**src/rtl/wasm_pkg.sv**
```systemverilog
package wasm_pkg;

  // Code memory and fetch window
  localparam int CODE_ADDR_W = 6;
  localparam int LEB_BYTES   = 10;
  localparam int FETCH_BYTES = LEB_BYTES + 1;

  // Operand stack
  localparam int STACK_DEPTH = 16;
  localparam int DEPTH_W     = 5;

  typedef enum logic [1:0] {
    VT_I32 = 2'd0,
    VT_I64 = 2'd1
  } val_type_e;

  typedef struct packed {
    val_type_e   vtype;
    logic [63:0] value;
  } stack_entry_t;

  // WebAssembly binary encodings
  typedef enum logic [7:0] {
    OP_UNREACHABLE = 8'h00,
    OP_NOP         = 8'h01,
    OP_END         = 8'h0B,
    OP_DROP        = 8'h1A,
    OP_SELECT      = 8'h1B,
    OP_I32_CONST   = 8'h41,
    OP_I64_CONST   = 8'h42,
    OP_I32_EQZ     = 8'h45,
    OP_I32_EQ      = 8'h46,
    OP_I32_NE      = 8'h47,
    OP_I64_EQZ     = 8'h50,
    OP_I64_EQ      = 8'h51,
    OP_I64_NE      = 8'h52,
    OP_I32_ADD     = 8'h6A,
    OP_I32_SUB     = 8'h6B,
    OP_I64_ADD     = 8'h7C,
    OP_I64_SUB     = 8'h7D
  } opcode_e;

  typedef enum logic [2:0] {
    TRAP_NONE           = 3'd0,
    TRAP_ENDED          = 3'd1,
    TRAP_UNREACHABLE    = 3'd2,
    TRAP_TYPE_MISMATCH  = 3'd3,
    TRAP_STACK_EMPTY    = 3'd4,
    TRAP_STACK_FULL     = 3'd5,
    TRAP_UNKNOWN_OPCODE = 3'd6
  } trap_e;

  typedef enum logic [2:0] {
    ST_NONE         = 3'd0,
    ST_PUSH         = 3'd1,
    ST_REPLACE      = 3'd2,
    ST_POP          = 3'd3,
    ST_POP_REPLACE  = 3'd4,
    ST_POP2_REPLACE = 3'd5
  } stack_op_e;

  typedef struct packed {
    logic                   en;
    logic [CODE_ADDR_W-1:0] addr;
    logic [7:0]             data;
  } code_load_t;

  typedef struct packed {
    stack_op_e    op;
    stack_entry_t data;
  } stack_cmd_t;

endpackage

```
**src/rtl/code_mem.sv**
```systemverilog
module code_mem (
  input  logic                                    clk,
  input  wasm_pkg::code_load_t                    load,
  input  logic [wasm_pkg::CODE_ADDR_W-1:0]        fetch_addr,
  output logic [wasm_pkg::FETCH_BYTES-1:0][7:0]   window
);

  logic [7:0] mem [2**wasm_pkg::CODE_ADDR_W];

  // Byte write port, used while the core sits in reset
  always_ff @(posedge clk) begin
    if (load.en) begin
      mem[load.addr] <= load.data;
    end
  end

  // Opcode plus the longest immediate in one read
  // Addresses past the top wrap back to 0
  always_ff @(posedge clk) begin
    for (int i = 0; i < wasm_pkg::FETCH_BYTES; i++) begin
      window[i] <= mem[fetch_addr + wasm_pkg::CODE_ADDR_W'(i)];
    end
  end

endmodule

```
**src/rtl/leb128_decoder.sv**
```systemverilog
module leb128_decoder (
  input  logic [wasm_pkg::LEB_BYTES-1:0][7:0] bytes,
  output logic [63:0]                         imm_value,
  output logic [3:0]                          imm_len
);

  // Seven payload bits per byte, low group first
  logic [7*wasm_pkg::LEB_BYTES-1:0] groups;
  logic [3:0]                       last;
  logic                             found;
  logic [6:0]                       used_bits;
  logic [63:0]                      sign_fill;

  // First byte with bit 7 clear ends the number
  always_comb begin
    found = 1'b0;
    last  = 4'(wasm_pkg::LEB_BYTES - 1);
    for (int i = 0; i < wasm_pkg::LEB_BYTES; i++) begin
      if (!found && !bytes[i][7]) begin
        found = 1'b1;
        last  = 4'(i);
      end
    end
  end

  // Bytes after the terminator do not belong to the immediate
  always_comb begin
    groups = '0;
    for (int i = 0; i < wasm_pkg::LEB_BYTES; i++) begin
      if (4'(i) <= last) begin
        groups[7*i +: 7] = bytes[i][6:0];
      end
    end
  end

  assign imm_len   = last + 4'd1;
  assign used_bits = 7'd7 * ({3'b000, last} + 7'd1);

  // Sign from bit 6 of the last byte, nothing left to fill past 63
  assign sign_fill = bytes[last][6] ? ((~64'd0) << used_bits) : 64'd0;
  assign imm_value = groups[63:0] | sign_fill;

endmodule

```
**src/rtl/int_alu.sv**
```systemverilog
module int_alu (
  input  wasm_pkg::opcode_e      opcode,
  input  wasm_pkg::stack_entry_t tos,
  input  wasm_pkg::stack_entry_t nos,
  input  wasm_pkg::stack_entry_t third,
  output wasm_pkg::stack_entry_t alu_data,
  output logic                   type_ok
);

  logic        tos_i32;
  logic        tos_i64;
  logic        both_i32;
  logic        both_i64;
  logic        eq32;
  logic        eq64;
  logic [31:0] sum32;
  logic [31:0] diff32;

  assign tos_i32  = tos.vtype == wasm_pkg::VT_I32;
  assign tos_i64  = tos.vtype == wasm_pkg::VT_I64;
  assign both_i32 = tos_i32 && nos.vtype == wasm_pkg::VT_I32;
  assign both_i64 = tos_i64 && nos.vtype == wasm_pkg::VT_I64;

  assign eq32   = nos.value[31:0] == tos.value[31:0];
  assign eq64   = nos.value == tos.value;
  // Second operand pushed is subtracted from the first
  assign sum32  = nos.value[31:0] + tos.value[31:0];
  assign diff32 = nos.value[31:0] - tos.value[31:0];

  always_comb begin
    alu_data.vtype = wasm_pkg::VT_I32;
    alu_data.value = 64'd0;
    type_ok        = 1'b1;
    case (opcode)
      wasm_pkg::OP_I32_EQZ: begin
        type_ok        = tos_i32;
        alu_data.value = {63'd0, tos.value[31:0] == 32'd0};
      end
      wasm_pkg::OP_I64_EQZ: begin
        type_ok        = tos_i64;
        alu_data.value = {63'd0, tos.value == 64'd0};
      end
      wasm_pkg::OP_I32_EQ: begin
        type_ok        = both_i32;
        alu_data.value = {63'd0, eq32};
      end
      wasm_pkg::OP_I32_NE: begin
        type_ok        = both_i32;
        alu_data.value = {63'd0, !eq32};
      end
      wasm_pkg::OP_I64_EQ: begin
        type_ok        = both_i64;
        alu_data.value = {63'd0, eq64};
      end
      wasm_pkg::OP_I64_NE: begin
        type_ok        = both_i64;
        alu_data.value = {63'd0, !eq64};
      end
      wasm_pkg::OP_I32_ADD: begin
        type_ok        = both_i32;
        alu_data.value = {32'd0, sum32};
      end
      wasm_pkg::OP_I32_SUB: begin
        type_ok        = both_i32;
        alu_data.value = {32'd0, diff32};
      end
      wasm_pkg::OP_I64_ADD: begin
        type_ok        = both_i64;
        alu_data.vtype = wasm_pkg::VT_I64;
        alu_data.value = nos.value + tos.value;
      end
      wasm_pkg::OP_I64_SUB: begin
        type_ok        = both_i64;
        alu_data.vtype = wasm_pkg::VT_I64;
        alu_data.value = nos.value - tos.value;
      end
      wasm_pkg::OP_SELECT: begin
        // Condition on top, first pushed value is the deepest
        type_ok  = tos_i32 && nos.vtype == third.vtype;
        alu_data = (tos.value[31:0] != 32'd0) ? third : nos;
      end
      default: begin
      end
    endcase
  end

endmodule

```
**src/rtl/exec_ctrl.sv**
```systemverilog
module exec_ctrl (
  input  logic                                  clk,
  input  logic                                  reset,
  input  logic [wasm_pkg::FETCH_BYTES-1:0][7:0] window,
  input  logic [63:0]                           imm_value,
  input  logic [3:0]                            imm_len,
  input  wasm_pkg::stack_entry_t                alu_data,
  input  logic                                  type_ok,
  input  logic [wasm_pkg::DEPTH_W-1:0]          depth,
  output logic [wasm_pkg::CODE_ADDR_W-1:0]      fetch_addr,
  output wasm_pkg::opcode_e                     opcode,
  output wasm_pkg::stack_cmd_t                  stack_cmd,
  output wasm_pkg::trap_e                       trap
);

  typedef enum logic {
    STEP_FETCH,
    STEP_EXEC
  } step_e;

  step_e                            step;
  logic [wasm_pkg::CODE_ADDR_W-1:0] pc;

  // Decode of the current window
  wasm_pkg::stack_cmd_t cmd;
  wasm_pkg::trap_e      exec_trap;
  logic [1:0]           need;
  logic                 has_imm;

  assign opcode     = wasm_pkg::opcode_e'(window[0]);
  assign fetch_addr = pc;

  always_comb begin
    cmd.op    = wasm_pkg::ST_NONE;
    cmd.data  = alu_data;
    need      = 2'd0;
    has_imm   = 1'b0;
    exec_trap = wasm_pkg::TRAP_NONE;
    case (opcode)
      wasm_pkg::OP_NOP: begin
      end
      wasm_pkg::OP_UNREACHABLE: exec_trap = wasm_pkg::TRAP_UNREACHABLE;
      // Function level end halts the core
      wasm_pkg::OP_END: exec_trap = wasm_pkg::TRAP_ENDED;
      wasm_pkg::OP_I32_CONST: begin
        cmd.op         = wasm_pkg::ST_PUSH;
        cmd.data.vtype = wasm_pkg::VT_I32;
        cmd.data.value = {32'd0, imm_value[31:0]};
        has_imm        = 1'b1;
      end
      wasm_pkg::OP_I64_CONST: begin
        cmd.op         = wasm_pkg::ST_PUSH;
        cmd.data.vtype = wasm_pkg::VT_I64;
        cmd.data.value = imm_value;
        has_imm        = 1'b1;
      end
      wasm_pkg::OP_DROP: begin
        cmd.op = wasm_pkg::ST_POP;
        need   = 2'd1;
      end
      wasm_pkg::OP_I32_EQZ,
      wasm_pkg::OP_I64_EQZ: begin
        cmd.op = wasm_pkg::ST_REPLACE;
        need   = 2'd1;
      end
      wasm_pkg::OP_I32_EQ,
      wasm_pkg::OP_I32_NE,
      wasm_pkg::OP_I64_EQ,
      wasm_pkg::OP_I64_NE,
      wasm_pkg::OP_I32_ADD,
      wasm_pkg::OP_I32_SUB,
      wasm_pkg::OP_I64_ADD,
      wasm_pkg::OP_I64_SUB: begin
        cmd.op = wasm_pkg::ST_POP_REPLACE;
        need   = 2'd2;
      end
      wasm_pkg::OP_SELECT: begin
        cmd.op = wasm_pkg::ST_POP2_REPLACE;
        need   = 2'd3;
      end
      default: exec_trap = wasm_pkg::TRAP_UNKNOWN_OPCODE;
    endcase

    // Depth first, types are meaningless on missing operands
    if (exec_trap == wasm_pkg::TRAP_NONE) begin
      if (depth < wasm_pkg::DEPTH_W'(need)) begin
        exec_trap = wasm_pkg::TRAP_STACK_EMPTY;
      end else if (cmd.op == wasm_pkg::ST_PUSH &&
                   depth == wasm_pkg::DEPTH_W'(wasm_pkg::STACK_DEPTH)) begin
        exec_trap = wasm_pkg::TRAP_STACK_FULL;
      end else if (!type_ok) begin
        exec_trap = wasm_pkg::TRAP_TYPE_MISMATCH;
      end
    end
  end

  // Stack moves only in an EXEC cycle that does not trap
  always_comb begin
    stack_cmd = cmd;
    if (step != STEP_EXEC || trap != wasm_pkg::TRAP_NONE ||
        exec_trap != wasm_pkg::TRAP_NONE) begin
      stack_cmd.op = wasm_pkg::ST_NONE;
    end
  end

  always_ff @(posedge clk) begin
    if (reset) begin
      step <= STEP_FETCH;
      pc   <= '0;
      trap <= wasm_pkg::TRAP_NONE;
    end else if (trap == wasm_pkg::TRAP_NONE) begin
      case (step)
        STEP_FETCH: step <= STEP_EXEC;
        STEP_EXEC: begin
          step <= STEP_FETCH;
          trap <= exec_trap;
          // Skip the immediate bytes of a constant
          if (exec_trap == wasm_pkg::TRAP_NONE) begin
            pc <= pc + wasm_pkg::CODE_ADDR_W'(has_imm ? imm_len : 4'd0) + 1'b1;
          end
        end
        default: step <= STEP_FETCH;
      endcase
    end
  end

endmodule

```
**src/rtl/operand_stack.sv**
```systemverilog
module operand_stack (
  input  logic                         clk,
  input  logic                         reset,
  input  wasm_pkg::stack_cmd_t         cmd,
  output wasm_pkg::stack_entry_t       tos,
  output wasm_pkg::stack_entry_t       nos,
  output wasm_pkg::stack_entry_t       third,
  output logic [wasm_pkg::DEPTH_W-1:0] depth,
  output logic                         empty
);

  wasm_pkg::stack_entry_t entries [wasm_pkg::STACK_DEPTH];

  // Slot indices, one bit narrower than the depth count
  logic [wasm_pkg::DEPTH_W-2:0] idx_free;
  logic [wasm_pkg::DEPTH_W-2:0] idx_top;
  logic [wasm_pkg::DEPTH_W-2:0] idx_nos;
  logic [wasm_pkg::DEPTH_W-2:0] idx_third;

  assign idx_free  = depth[wasm_pkg::DEPTH_W-2:0];
  assign idx_top   = idx_free - 1'b1;
  assign idx_nos   = idx_free - 2'd2;
  assign idx_third = idx_free - 2'd3;

  // Below three entries the deeper outputs are don't care
  assign tos   = entries[idx_top];
  assign nos   = entries[idx_nos];
  assign third = entries[idx_third];
  assign empty = depth == '0;

  always_ff @(posedge clk) begin
    if (reset) begin
      depth <= '0;
    end else begin
      case (cmd.op)
        wasm_pkg::ST_PUSH:         depth <= depth + 1'b1;
        wasm_pkg::ST_POP,
        wasm_pkg::ST_POP_REPLACE:  depth <= depth - 1'b1;
        wasm_pkg::ST_POP2_REPLACE: depth <= depth - 2'd2;
        default: begin
        end
      endcase
    end
  end

  // Result lands where the deepest consumed operand was
  always_ff @(posedge clk) begin
    case (cmd.op)
      wasm_pkg::ST_PUSH:         entries[idx_free]  <= cmd.data;
      wasm_pkg::ST_REPLACE:      entries[idx_top]   <= cmd.data;
      wasm_pkg::ST_POP_REPLACE:  entries[idx_nos]   <= cmd.data;
      wasm_pkg::ST_POP2_REPLACE: entries[idx_third] <= cmd.data;
      default: begin
      end
    endcase
  end

endmodule

```
**src/rtl/wasm_core.sv**
```systemverilog
module wasm_core (
  input  logic                   clk,
  input  logic                   reset,
  input  wasm_pkg::code_load_t   load,
  output wasm_pkg::stack_entry_t result,
  output logic                   result_empty,
  output wasm_pkg::trap_e        trap
);

  logic [wasm_pkg::FETCH_BYTES-1:0][7:0] window;
  logic [wasm_pkg::CODE_ADDR_W-1:0]      fetch_addr;
  logic [63:0]                           imm_value;
  logic [3:0]                            imm_len;
  wasm_pkg::opcode_e                     opcode;
  wasm_pkg::stack_entry_t                alu_data;
  logic                                  type_ok;
  wasm_pkg::stack_cmd_t                  stack_cmd;
  wasm_pkg::stack_entry_t                tos;
  wasm_pkg::stack_entry_t                nos;
  wasm_pkg::stack_entry_t                third;
  logic [wasm_pkg::DEPTH_W-1:0]          depth;

  // Top of stack is the visible result
  assign result = tos;

  code_mem i_code_mem (
    .clk       (clk),
    .load      (load),
    .fetch_addr(fetch_addr),
    .window    (window)
  );

  // Immediate starts right after the opcode byte
  leb128_decoder i_leb128_decoder (
    .bytes    (window[wasm_pkg::FETCH_BYTES-1:1]),
    .imm_value(imm_value),
    .imm_len  (imm_len)
  );

  exec_ctrl i_exec_ctrl (
    .clk       (clk),
    .reset     (reset),
    .window    (window),
    .imm_value (imm_value),
    .imm_len   (imm_len),
    .alu_data  (alu_data),
    .type_ok   (type_ok),
    .depth     (depth),
    .fetch_addr(fetch_addr),
    .opcode    (opcode),
    .stack_cmd (stack_cmd),
    .trap      (trap)
  );

  int_alu i_int_alu (
    .opcode  (opcode),
    .tos     (tos),
    .nos     (nos),
    .third   (third),
    .alu_data(alu_data),
    .type_ok (type_ok)
  );

  operand_stack i_operand_stack (
    .clk  (clk),
    .reset(reset),
    .cmd  (stack_cmd),
    .tos  (tos),
    .nos  (nos),
    .third(third),
    .depth(depth),
    .empty(result_empty)
  );

endmodule

```
**config.mk**
```make
export PLATFORM = sky130hd
export DESIGN_NAME = wasm_core
export DESIGN_NICKNAME = d
export VERILOG_FILES = /design/src/rtl/wasm_pkg.sv /design/src/rtl/code_mem.sv /design/src/rtl/leb128_decoder.sv /design/src/rtl/int_alu.sv /design/src/rtl/exec_ctrl.sv /design/src/rtl/operand_stack.sv /design/src/rtl/wasm_core.sv
export SDC_FILE = /design/constraint.sdc
export NUM_CORES = 2
export LEC_CHECK = 0
export CAP_MARGIN = 0
export CORE_MARGIN = 2
export CORE_UTILIZATION = 65
export CTS_CLUSTER_SIZE = 25
export DETAILED_ROUTE_END_ITERATION = 10
export DONT_BUFFER_PORTS = 1
export PLACE_DENSITY = 0.77
export SLEW_MARGIN = 30
export SYNTH_ARGS = -nofsm -noshare
export SYNTH_HDL_FRONTEND = slang
export SYNTH_SLANG_ARGS = --single-unit
export TNS_END_PERCENT = 20
```
**constraint.sdc**
```tcl
create_clock -name clk -period 13.05 [get_ports clk]
set_clock_uncertainty 0.2 [all_clocks]
set_input_delay 0.6525 -clock clk [delete_from_list [all_inputs] [get_ports clk]]
set_output_delay 0.6525 -clock clk [all_outputs]
set_load 0.005 [all_outputs]
```
==> impl_metrics.env <==
export IMPL_grt_start_max_net_pins=137
export IMPL_irDropWorstVdd_uv=164.6
export IMPL_power_switching_mw=2.731
export IMPL_die_w_um=409.5
export IMPL_critPathKind="flop to flop"
export IMPL_cts_htree_levels=4
export IMPL_cts_setup_buffers=0
export IMPL_drtIter0Drc=11715
export IMPL_grt_use_total_pct=44.01
export IMPL_timing_fmax_mhz=106.0
export IMPL_cp_slowest_cell="ha_4"
export IMPL_worstSetupEndpoint="i_operand_stack.entries[14][49]"
export IMPL_power_share_clock_pct=43.1
export IMPL_cts_num_sinks=1665
export IMPL_ys_flop_type="edfxtp_1"
export IMPL_critical_path_required_ps=13410
export IMPL_synth_area_um2=106900
export IMPL_die_h_um=409.5
export IMPL_final_fill_count=9925
export IMPL_r2r_end="i_operand_stack.entries[14][49]"
export IMPL_dr_max_layer_used="met5"
export IMPL_gr_total_overflow=0
export IMPL_final_net_count=6535
export IMPL_drive_gt1_share_pct=37.36
export IMPL_synthCells=6477
export IMPL_num_vias=72774
export IMPL_cp_cell_sequence="inv_1 -> ha_4 -> buf_4 -> buf_4 -> mux4_2 -> mux4_2 -> ha_1 -> nor3b_1 -> o311ai_0 -> a2111oi_0 -> nor4_1 -> nor4_1 -> o221ai_1 -> buf_4 -> o211ai_1 -> a211oi_1 -> nor4_1 -> o41a_1 -> xnor2_1 -> a21o_1"
export IMPL_clkLatencyLatePin_ps=870
export IMPL_tns_ps=0
export IMPL_io_pins=87
export IMPL_synth_async_reset_ratio_pct=0
export IMPL_slew_violations=0
export IMPL_cts_buffer_depth=3
export IMPL_cts_tree="yes"
export IMPL_grt_pass1_vias=71130
export IMPL_routabilityCongestion=1.059
export IMPL_finalCritPeriodShare_pct=72.32
export IMPL_finalHoldViolations=0
export IMPL_cp_arrival_ps=9800
export IMPL_seq_power_share_pct=50.1
export IMPL_rrSetupSlack_ps=3610
export IMPL_synth_seq_cells=1665
export IMPL_dieArea_um2=167700
export IMPL_wl_met3_um=49440
export IMPL_wirelength_um=363900
export IMPL_core_um2=163000
export IMPL_start_util_pct=65.58
export IMPL_layout_common_cells="mux4_2, edfxtp_1, nand2_1, a21oi_1, nor2_1"
export IMPL_critPathLaunch="i_operand_stack.depth[0]"
export IMPL_wl_met2_um=169800
export IMPL_vias_per_cell=8.392
export IMPL_syn_to_final_growth_pct=8.692
export IMPL_whs_ps=50.54
export IMPL_ctsHoldBuffers=18
export IMPL_p_per_area_nw_per_um2=100.7
export IMPL_crit_buf_inv=4
export IMPL_status="completed"
export IMPL_cp_end_kind="flop"
export IMPL_p_comb_share_pct=6.8
export IMPL_clk_pin_slew_ps=60
export IMPL_crit_reg2reg_launch="i_operand_stack.depth[0]"
export IMPL_numCtsBuffers=177
export IMPL_rsz0062_at_grt="no"
export IMPL_cts_resized=0
export IMPL_grt_pass1_wl_um=519800
export IMPL_seq_area_um2=49050
export IMPL_worstPathMaxFanout=45
export IMPL_multi_input_area_um2=55760
export IMPL_wirelength_met1_um=111500
export IMPL_yosys_cell_types_count=85
export IMPL_root_buffer="clkbuf_16"
export IMPL_final_common_cell="mux4_2"
export IMPL_post_drt_wl_per_cell_um=41.96
export IMPL_hold_class="primary input to flop"
export IMPL_leakagePower_nw=36.22
export IMPL_p_int_mw=8.961
export IMPL_rows=148
export IMPL_drcViolationCount=0
export IMPL_dpl_hpwl_um=236300
export IMPL_ant_nets=0
export IMPL_port_buffers=0
export IMPL_fin_crit_ps=9438
export IMPL_drt_pass1_iterations=7
export IMPL_ff2ff_path_depth=20
export IMPL_yosysSeqAreaShare_pct=45.88
export IMPL_antenna_found_initial=20
export IMPL_avgSynthCellArea_um2=16.50
export IMPL_setup_violations=0
export IMPL_power_total_mw=11.69
export IMPL_ys_warn_count=0
export IMPL_synth_edff_count=1568
export IMPL_swShare_pct=23.36
export IMPL_worst_pin_slew_ps=1254
export IMPL_maxCapViolations=0
export IMPL_slew_headroom_pct=15.88
export IMPL_worstSetupStartpointType="flop"
export IMPL_cp_slowest_stage_delay_ps=940
export IMPL_cp_depth=20
export IMPL_path_delay_family="compound AO/OA/AOI/OAI gates"
## Yosys cell counts (7+ instances only)
cell       number  area (µm²)
a221oi_1       10       87.58
or2_2          14       87.58
xnor2_1        64       560.5
mux4_2       1749       39390
a21oi_1       302        1511
edfxtp_1     1568       47090
fa_1            8       160.2
and3_1          8       50.05
nand3_1        40       200.2
nand2_1       317        1190
nor2b_1        37       231.5
a2111oi_0       8       70.07
dfxtp_1        97        1942
or3_1          12       75.07
o22a_1         13       113.9
a21o_1         33       247.7
o41ai_1         9       78.83
o311ai_0        7       61.31
ha_1          160        2002
buf_2          80       400.4
a211oi_1       33       247.7
o221ai_1       42       367.9
xor2_1         21       183.9
o22ai_1        24       150.1
o211ai_1       22       165.2
nor4_1         37       231.5
buf_1         107       401.6
mux2_2         34       382.9
o21bai_1       42       315.3
nand2b_1       29       181.4
mux2i_1       250        2502
nor2_1        289        1085
o31ai_1        27       202.7
a31oi_1        24       150.1
clkbuf_1      350        1314
inv_1         163       611.8
buf_4          11       82.58
nand4_1        32       200.2
o21ai_0       198       991.0
and2_1         15       93.84
o21a_1          8       60.06
a22oi_1        12       90.09
a221o_1        25       250.2
nor3_1         58       290.3
## through the flow
stage	setup WS [ps]	instance area [µm²]	util, %	cells
5_1_grt	2936	116100	71.27	8668
3_3_place_gp	3707	109600	67.23	8316
4_1_cts	3463	115800	71.05	8663
3_5_place_dp	3607	109800	67.37	8323
6_report	3612	116200	71.28	8672
2_1_floorplan	3976	106900	-	6479
## cell type report
cell class / instances / share of cell area [%]
Sequential cell: 1665 / 42.23
Timing Repair Buffer: 243 / 1.958
Antenna cell: 4 / 0.008618
Tap cell: 2175 / 2.343
Clock inverter: 99 / 0.8155
Inverter: 167 / 0.5408
Clock buffer: 223 / 4.092
Multi-Input combinational cell: 4096 / 48.01
## state kept, by name (all words and copies together), names as in the netlist
name	cells
i_operand_stack.depth	5
i_exec_ctrl.trap	3
i_code_mem.mem	512
i_exec_ctrl.fetch_addr	6
i_exec_ctrl.step	1
i_code_mem.window	82
i_operand_stack.entries	1056
## per-layer routing
metal,vias to the layer above,GRT usage (%)
li1,27585,-
met1,37077,54.51
met2,6614,67.42
met3,1484,12.03
met4,14,32.20
met5,-,0
## cell families after synthesis
| kind of cell | synth area share (%) |
|---|---|
| compound gates | 5.265 |
| flops | 45.88 |
| other cells | 0.003509 |
| fa+ha+maj | 2.033 |
| buf+inv | 2.675 |
| xor+xnor | 0.7119 |
| simple gates | 3.872 |
| mux | 39.56 |
## worst min-delay path by stage
stage | cells past startpoint | endpoint | startpoint | slack [ps]
2_1_floorplan | 2 | i_operand_stack.depth[4] | i_operand_stack.depth[4] | 280
3_3_place_gp | 2 | i_exec_ctrl.step | i_exec_ctrl.step | 300
3_5_place_dp | 2 | i_exec_ctrl.trap[0] | i_exec_ctrl.trap[0] | 310
4_1_cts | 2 | i_code_mem.mem[10][0] | load[9] | 10
5_1_grt | 2 | i_code_mem.mem[10][0] | load[9] | 50
6_report | 2 | i_code_mem.mem[10][0] | load[9] | 50
## power by group through the flow
| stage | registers (mW) | logic, mW | clock network (mW) |
|---|---|---|---|
| final | 5.86 | 0.797 | 5.04 |
| after detailed placement | 5.97 | 0.723 | 0 |
| after CTS | 5.86 | 0.760 | 5.05 |
| after global routing | 5.86 | 0.810 | 5.24 |
| after floorplan | 5.95 | 0.459 | 0 |
| after global placement | 5.97 | 0.711 | 0 |
No activity file was read; power rests on OpenSTA's default activity.
